===== src/verilog/host_pkg.sv =====
package host_pkg;

    // Command opcodes, codes not listed are acknowledged and ignored
    typedef enum logic [2:0] {
        OP_CLEAR = 3'd0,
        OP_FILL  = 3'd1
    } host_op_e;

    // Character view, kind bit set
    typedef struct packed {
        logic       kind;
        logic       row;
        logic [3:0] col;
        logic [1:0] rsvd;
        logic [7:0] ch;
    } host_char_t;

    // Command view, kind bit clear
    typedef struct packed {
        logic       kind;
        host_op_e   op;
        logic [3:0] rsvd;
        logic [7:0] arg;
    } host_cmd_t;

    typedef union packed {
        host_char_t chr;
        host_cmd_t  cmd;
    } host_word_u;

endpackage


===== src/verilog/lcd_pkg.sv =====
package lcd_pkg;

    typedef logic [7:0] lcd_byte_t;

    // Panel geometry
    localparam int lcd_row_cols = 16;
    localparam int lcd_cells    = 32;

    // HD44780 instruction bytes
    localparam lcd_byte_t lcd_cmd_function_set = 8'h38; // 8-bit bus, 2 lines, 5x8 font
    localparam lcd_byte_t lcd_cmd_display_off  = 8'h08;
    localparam lcd_byte_t lcd_cmd_clear        = 8'h01;
    localparam lcd_byte_t lcd_cmd_entry_mode   = 8'h06; // Increment, no shift
    localparam lcd_byte_t lcd_cmd_display_on   = 8'h0C; // Cursor and blink off

    // Set DDRAM address to the start of a line
    localparam lcd_byte_t lcd_cmd_row0_addr    = 8'h80;
    localparam lcd_byte_t lcd_cmd_row1_addr    = 8'hC0;

    localparam lcd_byte_t lcd_blank = 8'h20; // Space

    // Update periods to wait after reset before the first command
    localparam int power_up_periods = 10;

endpackage


===== src/verilog/host_decode.sv =====
`timescale 1ns/1ps

module host_decode (
    input  logic                 clk,
    input  logic                 rst,
    input  logic                 host_req,
    input  host_pkg::host_word_u host_word,
    output logic                 host_ack,
    output logic                 wr_en,
    output logic [4:0]           wr_addr,
    output lcd_pkg::lcd_byte_t   wr_char,
    output logic                 sweep_start,
    output lcd_pkg::lcd_byte_t   sweep_char,
    input  logic                 busy
);

    typedef enum logic [1:0] {
        st_idle,
        st_wait_sweep,
        st_ack,
        st_wait_rel
    } state_t;

    state_t               state;
    host_pkg::host_word_u word_q;
    logic                 exec_q; // First cycle after the word is taken
    logic                 is_sweep;

    // Only clear and fill start a sweep
    assign is_sweep = !word_q.cmd.kind &&
                      (word_q.cmd.op == host_pkg::OP_CLEAR ||
                       word_q.cmd.op == host_pkg::OP_FILL);

    assign wr_en       = exec_q && word_q.chr.kind;
    assign wr_addr     = {word_q.chr.row, word_q.chr.col};
    assign wr_char     = word_q.chr.ch;
    assign sweep_start = exec_q && is_sweep;
    assign sweep_char  = (word_q.cmd.op == host_pkg::OP_CLEAR) ? lcd_pkg::lcd_blank
                                                               : word_q.cmd.arg;

    always_ff @(posedge clk) begin
        if (host_req && state == st_idle && !busy)
            word_q <= host_word;
    end

    always_ff @(posedge clk) begin
        if (!rst) begin
            state    <= st_idle;
            exec_q   <= 1'b0;
            host_ack <= 1'b0;
        end else begin
            exec_q <= 1'b0;
            case (state)
                st_idle: begin
                    if (host_req && !busy) begin // Buffer may still be sweeping after reset
                        exec_q <= 1'b1;
                        state  <= st_ack;
                    end
                end
                st_ack: begin
                    if (sweep_start) begin
                        state <= st_wait_sweep;
                    end else begin
                        host_ack <= 1'b1;
                        state    <= st_wait_rel;
                    end
                end
                st_wait_sweep: begin
                    if (!busy)
                        state <= st_ack;
                end
                st_wait_rel: begin
                    if (!host_req) begin
                        host_ack <= 1'b0;
                        state    <= st_idle;
                    end
                end
                default: state <= st_idle;
            endcase
        end
    end

endmodule


===== src/verilog/text_buffer.sv =====
`timescale 1ns/1ps

module text_buffer (
    input  logic               clk,
    input  logic               rst,
    input  logic               wr_en,
    input  logic [4:0]         wr_addr,
    input  lcd_pkg::lcd_byte_t wr_char,
    input  logic               sweep_start,
    input  lcd_pkg::lcd_byte_t sweep_char,
    output logic               busy,
    input  logic [4:0]         rd_addr,
    output lcd_pkg::lcd_byte_t rd_char
);

    // Row 0 in cells 0..15, row 1 in cells 16..31
    lcd_pkg::lcd_byte_t mem [lcd_pkg::lcd_cells];

    logic [4:0]         sweep_cnt;
    lcd_pkg::lcd_byte_t sweep_val;

    // Sweep engine, reset starts a blank sweep
    always_ff @(posedge clk) begin
        if (!rst) begin
            busy      <= 1'b1;
            sweep_cnt <= '0;
            sweep_val <= lcd_pkg::lcd_blank;
        end else if (busy) begin
            sweep_cnt <= sweep_cnt + 5'd1;
            if (sweep_cnt == 5'(lcd_pkg::lcd_cells - 1))
                busy <= 1'b0;
        end else if (sweep_start) begin
            busy      <= 1'b1;
            sweep_cnt <= '0;
            sweep_val <= sweep_char;
        end
    end

    // One write per cycle, the sweep has priority
    always_ff @(posedge clk) begin
        if (busy)
            mem[sweep_cnt] <= sweep_val;
        else if (wr_en)
            mem[wr_addr] <= wr_char;
    end

    assign rd_char = mem[rd_addr]; // Asynchronous read for the sequencer

endmodule


===== src/verilog/lcd_sequencer.sv =====
`timescale 1ns/1ps

module lcd_sequencer #(
    parameter int clk_div = 20000
) (
    input  logic               clk,
    input  logic               rst,
    output logic [4:0]         rd_addr,
    input  lcd_pkg::lcd_byte_t rd_char,
    output logic               lcd_en,
    output logic               lcd_rw,
    output logic               lcd_rs,
    output lcd_pkg::lcd_byte_t lcd_data
);

    localparam int wait_cycles = lcd_pkg::power_up_periods * clk_div;
    localparam int pwr_w       = $clog2(wait_cycles);
    localparam int div_w       = $clog2(clk_div);
    localparam int half_period = clk_div / 2;

    // Steps 0..4 are the init commands, 5..38 the refresh loop
    localparam int init_steps = 5;
    localparam int loop_steps = 2 * (lcd_pkg::lcd_row_cols + 1);
    localparam int last_step  = init_steps + loop_steps - 1;

    logic [pwr_w-1:0] pwr_cnt;
    logic             pwr_done;
    logic [div_w-1:0] div_cnt;
    logic             load;
    logic [5:0]       step;
    logic [5:0]       loop_idx;

    logic               next_rs;
    lcd_pkg::lcd_byte_t next_data;

    // Power-up wait
    always_ff @(posedge clk) begin
        if (!rst) begin
            pwr_cnt  <= '0;
            pwr_done <= 1'b0;
        end else if (!pwr_done) begin
            pwr_cnt <= pwr_cnt + 1'b1;
            if (pwr_cnt == pwr_w'(wait_cycles - 1))
                pwr_done <= 1'b1;
        end
    end

    // Update period counter
    always_ff @(posedge clk) begin
        if (!rst) begin
            div_cnt <= '0;
        end else if (pwr_done) begin
            if (div_cnt == div_w'(clk_div - 1))
                div_cnt <= '0;
            else
                div_cnt <= div_cnt + 1'b1;
        end
    end

    // First item is loaded in the last cycle of the wait
    assign load = pwr_done ? (div_cnt == div_w'(clk_div - 1))
                           : (pwr_cnt == pwr_w'(wait_cycles - 1));

    assign lcd_en = pwr_done && (div_cnt < div_w'(half_period));
    assign lcd_rw = 1'b0; // Write only

    // Item for the current step
    always_comb begin
        loop_idx  = step - 6'(init_steps);
        next_rs   = 1'b0;
        next_data = lcd_pkg::lcd_cmd_function_set;
        rd_addr   = '0;
        if (step < 6'(init_steps)) begin
            case (step[2:0])
                3'd0:    next_data = lcd_pkg::lcd_cmd_function_set;
                3'd1:    next_data = lcd_pkg::lcd_cmd_display_off;
                3'd2:    next_data = lcd_pkg::lcd_cmd_clear;
                3'd3:    next_data = lcd_pkg::lcd_cmd_entry_mode;
                default: next_data = lcd_pkg::lcd_cmd_display_on;
            endcase
        end else if (loop_idx == 6'd0) begin
            next_data = lcd_pkg::lcd_cmd_row0_addr;
        end else if (loop_idx <= 6'(lcd_pkg::lcd_row_cols)) begin
            // Row 0 characters, cells 0..15
            next_rs   = 1'b1;
            rd_addr   = 5'(loop_idx - 6'd1);
            next_data = rd_char;
        end else if (loop_idx == 6'(lcd_pkg::lcd_row_cols + 1)) begin
            next_data = lcd_pkg::lcd_cmd_row1_addr;
        end else begin
            // Row 1 characters, cells 16..31
            next_rs   = 1'b1;
            rd_addr   = 5'(loop_idx - 6'd2);
            next_data = rd_char;
        end
    end

    // Step counter and pin registers
    always_ff @(posedge clk) begin
        if (!rst) begin
            step     <= '0;
            lcd_rs   <= 1'b0;
            lcd_data <= 8'h00;
        end else if (load) begin
            lcd_rs   <= next_rs;
            lcd_data <= next_data;
            if (step == 6'(last_step))
                step <= 6'(init_steps); // Init runs once
            else
                step <= step + 6'd1;
        end
    end

endmodule


===== src/verilog/lcd_display_top.sv =====
`timescale 1ns/1ps

module lcd_display_top #(
    parameter int clk_div = 20000
) (
    input  logic                 clk,
    input  logic                 rst,
    input  logic                 host_req,
    input  host_pkg::host_word_u host_word,
    output logic                 host_ack,
    output logic                 lcd_en,
    output logic                 lcd_rw,
    output logic                 lcd_rs,
    output lcd_pkg::lcd_byte_t   lcd_data
);

    logic               wr_en;
    logic [4:0]         wr_addr;
    lcd_pkg::lcd_byte_t wr_char;
    logic               sweep_start;
    lcd_pkg::lcd_byte_t sweep_char;
    logic               busy;
    logic [4:0]         rd_addr;
    lcd_pkg::lcd_byte_t rd_char;

    host_decode i_decode (
        .clk         (clk),
        .rst         (rst),
        .host_req    (host_req),
        .host_word   (host_word),
        .host_ack    (host_ack),
        .wr_en       (wr_en),
        .wr_addr     (wr_addr),
        .wr_char     (wr_char),
        .sweep_start (sweep_start),
        .sweep_char  (sweep_char),
        .busy        (busy)
    );

    text_buffer i_buffer (
        .clk         (clk),
        .rst         (rst),
        .wr_en       (wr_en),
        .wr_addr     (wr_addr),
        .wr_char     (wr_char),
        .sweep_start (sweep_start),
        .sweep_char  (sweep_char),
        .busy        (busy),
        .rd_addr     (rd_addr),
        .rd_char     (rd_char)
    );

    // Panel refresh runs independently of the host side
    lcd_sequencer #(
        .clk_div (clk_div)
    ) i_sequencer (
        .clk      (clk),
        .rst      (rst),
        .rd_addr  (rd_addr),
        .rd_char  (rd_char),
        .lcd_en   (lcd_en),
        .lcd_rw   (lcd_rw),
        .lcd_rs   (lcd_rs),
        .lcd_data (lcd_data)
    );

endmodule


===== config.mk =====
export PLATFORM = sky130hd
export DESIGN_NAME = lcd_display_top
export DESIGN_NICKNAME = d
export VERILOG_FILES = /design/src/verilog/host_pkg.sv /design/src/verilog/lcd_pkg.sv /design/src/verilog/host_decode.sv /design/src/verilog/text_buffer.sv /design/src/verilog/lcd_sequencer.sv /design/src/verilog/lcd_display_top.sv
export SDC_FILE = /design/constraint.sdc
export NUM_CORES = 1
export LEC_CHECK = 0
export ABC_AREA = 1
export BUFFER_PORTS_ARGS = -buffer_cell sky130_fd_sc_hd__buf_2
export CAP_MARGIN = 20
export CORE_UTILIZATION = 60
export CTS_CLUSTER_SIZE = 16
export DETAILED_ROUTE_END_ITERATION = 8
export HOLD_SLACK_MARGIN = 0.08
export PLACE_DENSITY = 0.8
export SETUP_SLACK_MARGIN = 0.2
export SYNTH_ARGS = -nofsm -noshare
export SYNTH_HDL_FRONTEND = slang
export SYNTH_SLANG_ARGS = --single-unit

===== constraint.sdc =====
create_clock -name clk -period 4.24 [get_ports clk]
set_clock_uncertainty 0.15 [all_clocks]
set_input_delay 0.424 -clock clk [delete_from_list [all_inputs] [get_ports clk]]
set_output_delay 0.424 -clock clk [all_outputs]
set_load 0.005 [all_outputs]

==> flow_metrics.tcl, run 1 <==
set metrics [dict create \
    hpwl_mm 20.8 \
    crit_type "reg -> reg" \
    htreeDepth 2 \
    synth_edf_count 270 \
    grt_pass1_wl_mm 55.7 \
    grt_start_max_net_pins 94 \
    ys_seq_area_share_pct 62.9 \
    ctsHoldBuffers 14 \
    layout_common_cells "edfxtp_1, nand3_1, nand2_1" \
    rsz0062_at_grt "false" \
    root_buffer "clkbuf_16" \
    synthesis.area_um2 15000 \
    finalCritPeriodShare_pct 87.4 \
    period_needed_ps 3710 \
    routedWlPerCell_um 18.8 \
    synth_top_family_by_area "simple AND/OR/NAND/NOR gates" \
    r2r.worst_path.cells 22 \
    endpoint_kind "register" \
    fp-row-count 57 \
    power.leakage_nw 6.42 \
    yosys.area.top_type "edfxtp_1" \
    cp-start-kind "register" \
    yosys.area_share.simple_pct 21.0 \
    start_util_pct 61.4 \
    drtAntennaViolNets 0 \
    required_ps 4530 \
    avgViaCountPerCell 6.03 \
    post-cts-setup-buffers 0 \
    synth_top_area_share_pct 54.0 \
    clk_latency_ps 530 \
    path_clk_slew_ps 60 \
    max_freq_mhz 270 \
    drt_wl_total_mm 35.0 \
    cts_resized 0 \
    tns_ps 0 \
    die_w_um 160 \
    nets 1549 \
    drt_iter0_markers 1176 \
    clockBufferDepth 3 \
    gr-total-overflow 0 \
    cts_tree "yes" \
    syn_inst 1495 \
    syn_to_final_growth_pct 11.5 \
    synth_flop_cell "edfxtp_1" \
    num_vias 11250 \
    status "finished clean" \
    fin_util_pct 68.4 \
    drc 0 \
    critPathArrivalTime_ps 4000 \
    grt_pass1_vias 10895 \
    hold-worst-slack_ps 88.8 \
    yosysWarnings 0 \
    ys_ff_latch 337 \
    cap_violations 0 \
    ir_drop_mv 0.376 \
    dieHeight_um 160 \
    die_area_um2 25700 \
    antenna_found_initial 0 \
    setup_viol 0 \
    drive_gt1_share_pct 9.01 \
    clock_sinks 337 \
    synth_fa_ha_area_share_pct 1.08 \
    place.gp.congestion 0.881 \
    hold_path_depth 3 \
    min_path_type "in -> reg" \
    avgSynthCellArea_um2 10.0 \
    ios 31 \
    core_area_um2 24500 \
    synthTopCellsByArea "edfxtp_1, dfxtp_1, nand3_1" \
    mostFrequentLayoutCell "edfxtp_1" \
    n_antenna_cell 0 \
    io_buffer_count 27 \
    cts_buffers 35 \
    power_density_nw_per_um2 400 \
    synth_xor_area_share_pct 0.350 \
    slew_viol_final 0 \
    synthMuxAreaShare_pct 0 \
    hold_viol 0 \
    first_pass_iters 5 \
    worstMarginPinSlew_ps 1140 \
    synth-async-reset-ratio_pct 0 \
    synth_compound_area_share_pct 7.06 \
    slew_headroom_pct 23.7 \
    grt_use_total_pct 27.8 \
    worstPathMaxFanout 27 \
    synth_cell_types 45 \
    postSynthNetCount 1527 \
]
-- cell usage after synthesis (3+ instances only) --
library cell,number
a211oi_1,6
a21oi_1,97
a31oi_1,4
buf_1,7
buf_2,43
buf_4,5
clkbuf_1,25
dfxtp_1,67
edfxtp_1,270
ha_1,13
inv_1,188
inv_2,7
nand2_1,195
nand2_2,10
nand3_1,221
nand4_1,98
nor2_1,95
nor3_1,20
nor4_1,7
o21a_1,3
o21ai_0,47
o21ai_1,36
xor2_1,4
-- power breakdown --
group	leakage (nW)	switching (mW)	internal [mW]
clock network	0.546	1.25	1.76
logic	2.73	0.0830	0.0359
registers	3.15	0.00917	3.56
-- sequential cells by signal, indices dropped and copies added (netlist names) --
name and count:
i_sequencer.pwr_cnt 18, i_sequencer.lcd_data 8, i_decode.exec_q 1, i_buffer.busy 1
i_buffer.sweep_cnt 5, i_sequencer.step 6, i_sequencer.pwr_done 1, i_decode.word_q 14
i_buffer.mem 256, i_buffer.sweep_val 8, i_decode.state 2, i_decode.host_ack 1
i_sequencer.lcd_rs 1, i_sequencer.div_cnt 15
-- cells by family after synthesis --
| group | count (synthesis) |
|---|---|
| other cells | 1 |
| compound gates | 201 |
| xor+xnor | 6 |
| flops | 337 |
| fa+ha+maj | 13 |
| buf+inv | 278 |
| simple gates | 659 |
-- stage by stage --
stage	total power [mW]	std cells	setup slack, ps	area, µm²
final	6.70	1866	532	16700
after global routing	6.85	1866	237	16700
after CTS	6.70	1865	579	16700
after detailed placement	3.74	1789	608	15500
after global placement	3.74	1789	660	15500
after floorplan	3.70	1495	1350	15000
-- final timing paths --
check | end | slack, ps | from
min reg2reg | i_sequencer.lcd_data[7]$_SDFFE_PN0P_ | 320 | i_sequencer.lcd_data[7]$_SDFFE_PN0P_
max reg2reg | i_sequencer.lcd_data[7]$_SDFFE_PN0P_ | 530 | i_sequencer.step[0]$_SDFFE_PN0P_
max | i_sequencer.lcd_data[7]$_SDFFE_PN0P_ | 530 | i_sequencer.step[0]$_SDFFE_PN0P_
min | i_decode.exec_q$_SDFF_PN0_ | 90 | host_req
-- final cells by class --
class	count	area (µm²)
repair buffers	67	562
flip-flops and latches	337	9450
well taps	324	405
fillers	1719	7730
clock inverters	17	171
inverters	196	736
clock buffers	45	945
multi-input cells	880	4470
-- worst max-delay path: stages, from the launching register on --
cell and delay, ps:
dfxtp_1 300, buf_4 170, inv_1 140, ha_1 240, inv_1 70, nand2_2 70, nand2_1 90, nand2_1 50
nand2_1 140, nor2_1 80, nand2_2 100, nand2_4 90, nand3b_4 400, inv_1 380, buf_4 320, nand3_1 100
nand3_1 80, nand3_1 120, nand2_1 110, nand2_1 100, nand3_1 130, nand2_1 60, a21oi_1 110
-- metal layers --
layer	track usage [%]	routed length [µm]
met5	0	0
met4	10.3	1020
met3	5.25	3100
met2	46.5	17000
met1	36.1	13900
(Power assumes the default switching activity.)
==> run 2, diff against run 1 <==
--- a/config.mk
+++ b/config.mk
@@ -9,11 +9,13 @@
 export BUFFER_PORTS_ARGS = -buffer_cell sky130_fd_sc_hd__buf_2
 export CAP_MARGIN = 20
 export CORE_UTILIZATION = 60
+export CTS_BUF_LIST = sky130_fd_sc_hd__clkbuf_16
 export CTS_CLUSTER_SIZE = 16
 export DETAILED_ROUTE_END_ITERATION = 8
 export HOLD_SLACK_MARGIN = 0.08
 export PLACE_DENSITY = 0.8
 export SETUP_SLACK_MARGIN = 0.2
+export SLEW_MARGIN = 10
 export SYNTH_ARGS = -nofsm -noshare
 export SYNTH_HDL_FRONTEND = slang
 export SYNTH_SLANG_ARGS = --single-unit
==> run 2 against run 1 <==
Wire length shrank 0.16%. Die area is the same. Non-clock buffer count is the same. Sequential cell count is the same. Critical path type unchanged.
==> flow_metrics.tcl, run 2 (same netlist as run 1, synthesis figures left out) <==
set metrics [dict create \
    status "finished clean" \
    slew_viol_final 0 \
    place.gp.congestion 0.881 \
    required_ps 4530 \
    slew_headroom_pct 25.0 \
    htreeDepth 2 \
    ios 31 \
    setup_viol 0 \
    cts_buffers 35 \
    die_area_um2 25700 \
    core_area_um2 24500 \
    grt.met1_usage_pct 36.0 \
    largest_reg_flops 256 \
    root_buffer "clkbuf_16" \
    worstMarginPinSlew_ps 1130 \
    tns_ps 0 \
    crit-reg2reg-capture "i_sequencer.lcd_data[6]$_SDFFE_PN0P_" \
    path_clk_slew_ps 60 \
    drtAntennaViolNets 0 \
    io_buffer_count 27 \
    hpwl_mm 20.8 \
    layout_common_cells "edfxtp_1, nand3_1, inv_1" \
    num_vias 11276 \
    rsz0062_at_grt "false" \
    hold-path-endpoint "i_decode.exec_q$_SDFF_PN0_" \
    drive_gt1_share_pct 8.95 \
    final_area_um2 16700 \
    start_util_pct 61.4 \
    busiest_layer "met2" \
    n_antenna_cell 0 \
    finalCritPeriodShare_pct 87.7 \
    fp-row-count 57 \
    power_density_nw_per_um2 398 \
    clock_sinks 337 \
    first_pass_iters 7 \
    grtUsageMet3_pct 5.22 \
    cts_resized 0 \
    grt_use_met2_pct 46.4 \
    drc 0 \
    clk_latency_ps 530 \
    cp-start-kind "register" \
    endpoint_kind "register" \
    cts_tree "yes" \
    drt_iter0_markers 1137 \
    reg_top3 "i_buffer.mem (256), i_sequencer.pwr_cnt (18), i_sequencer.div_cnt (15)" \
    power.leakage_nw 6.45 \
    place_area_um2 15500 \
    nets 1549 \
    antenna_found_initial 0 \
    grt_start_max_net_pins 94 \
    p_total_mw 6.66 \
    top_register "i_buffer.mem" \
    grt_use_total_pct 27.7 \
    hold_path_depth 3 \
    die_w_um 160 \
    r2r_start "i_sequencer.step[0]$_SDFFE_PN0P_" \
    grt_pass1_wl_mm 55.7 \
    ir_drop_mv 0.377 \
    worstPathMaxFanout 27 \
    crit_type "reg -> reg" \
    routedWlPerCell_um 18.7 \
    critPathArrivalTime_ps 4010 \
    hp-start "host_req" \
    min_path_type "in -> reg" \
    period_needed_ps 3720 \
    clockBufferDepth 3 \
    hold_viol 0 \
    fin_util_pct 68.3 \
    avgViaCountPerCell 6.04 \
    mostFrequentLayoutCell "edfxtp_1" \
    cap_violations 0 \
    gr-total-overflow 0 \
    r2r_setup_slack_ps 520 \
    syn_to_final_growth_pct 11.4 \
    grt_pass1_vias 10907 \
    dieHeight_um 160 \
    max_freq_mhz 269 \
    drt_wl_total_mm 34.9 \
    r2r.worst_path.cells 22 \
]
## run 2: changes by cell type in the layout (fill, tap and decap cells not counted)
cell | before | now
buf_6 | 1 | 0
buf_4 | 18 | 19
clkinv_1 | 6 | 7
inv_1 | 188 | 196
clkbuf_1 | 8 | 0
clkbuf_8 | 1 | 0
## run 2: final cells by class
class                   instances  area [µm²]
inverters                     196         736
clock buffers                  36         901
clock inverters                26         205
well taps                     324         405
fillers                      1724        7740
flip-flops and latches        337        9450
repair buffers                 67         558
multi-input cells             880        4470
## run 2: worst max-delay path by stage
| stage | from | to | slack (ps) | depth (start not counted) |
|---|---|---|---|---|
| 6_report | i_sequencer.step[0]$_SDFFE_PN0P_ | i_sequencer.lcd_data[6]$_SDFFE_PN0P_ | 520 | 22 |
| 5_1_grt | i_sequencer.step[0]$_SDFFE_PN0P_ | i_sequencer.lcd_data[6]$_SDFFE_PN0P_ | 240 | 23 |
| 4_1_cts | i_sequencer.step[0]$_SDFFE_PN0P_ | i_sequencer.lcd_data[7]$_SDFFE_PN0P_ | 580 | 23 |
| 3_5_place_dp | i_sequencer.step[0]$_SDFFE_PN0P_ | i_sequencer.lcd_data[7]$_SDFFE_PN0P_ | 610 | 23 |
| 3_3_place_gp | i_sequencer.step[0]$_SDFFE_PN0P_ | i_sequencer.lcd_data[7]$_SDFFE_PN0P_ | 660 | 22 |
| 2_1_floorplan | i_buffer.busy$_SDFF_PN1_ | i_buffer.mem[0][5]$_DFFE_PP_ | 1350 | 5 |
## run 2: metrics by stage
stage          cells  hold slack (ps)  worst slack [ps]
6_report        1866             87.7               521
2_1_floorplan   1495              287              1350
3_3_place_gp    1789              302               660
4_1_cts         1865             83.6               579
5_1_grt         1866              115               237
3_5_place_dp    1789              309               608
## run 2: repair_timing
| item | 4_1_cts | 5_1_grt |
|---|---|---|
| hold buffers | 14 | 0 |
| endpoints found under the hold margin | 14 | 0 |
| setup buffers | 0 | 0 |
## run 2: power by group
part	internal (mW)	leakage (nW)	switching [mW]
clock	1.72	0.573	1.25
combinational	0.0359	2.73	0.0829
sequential	3.56	3.15	0.00915
## run 2: metal layers
| metal | up-vias | routed length [µm] |
|---|---|---|
| met5 | - | 0 |
| met4 | 0 | 1130 |
| met3 | 99 | 3170 |
| met2 | 577 | 16900 |
| met1 | 5319 | 13700 |
| li1 | 5281 | - |
## run 2: worst max-delay path, cell delays in order, from the launching register on
cell and delay [ps]:
dfxtp_1 300, buf_4 180, inv_1 140, ha_1 240, inv_1 70, nand2_2 70
nand2_1 100, nand2_1 50, nand2_1 140, nor2_1 80, nand2_2 100, nand2_4 90
nand3b_4 390, inv_1 380, buf_4 330, nand3_1 120, nand3_1 90, nand3_1 110
nand2_1 80, nand2_1 90, nand3_1 140, nand2_1 60, a21oi_1 120
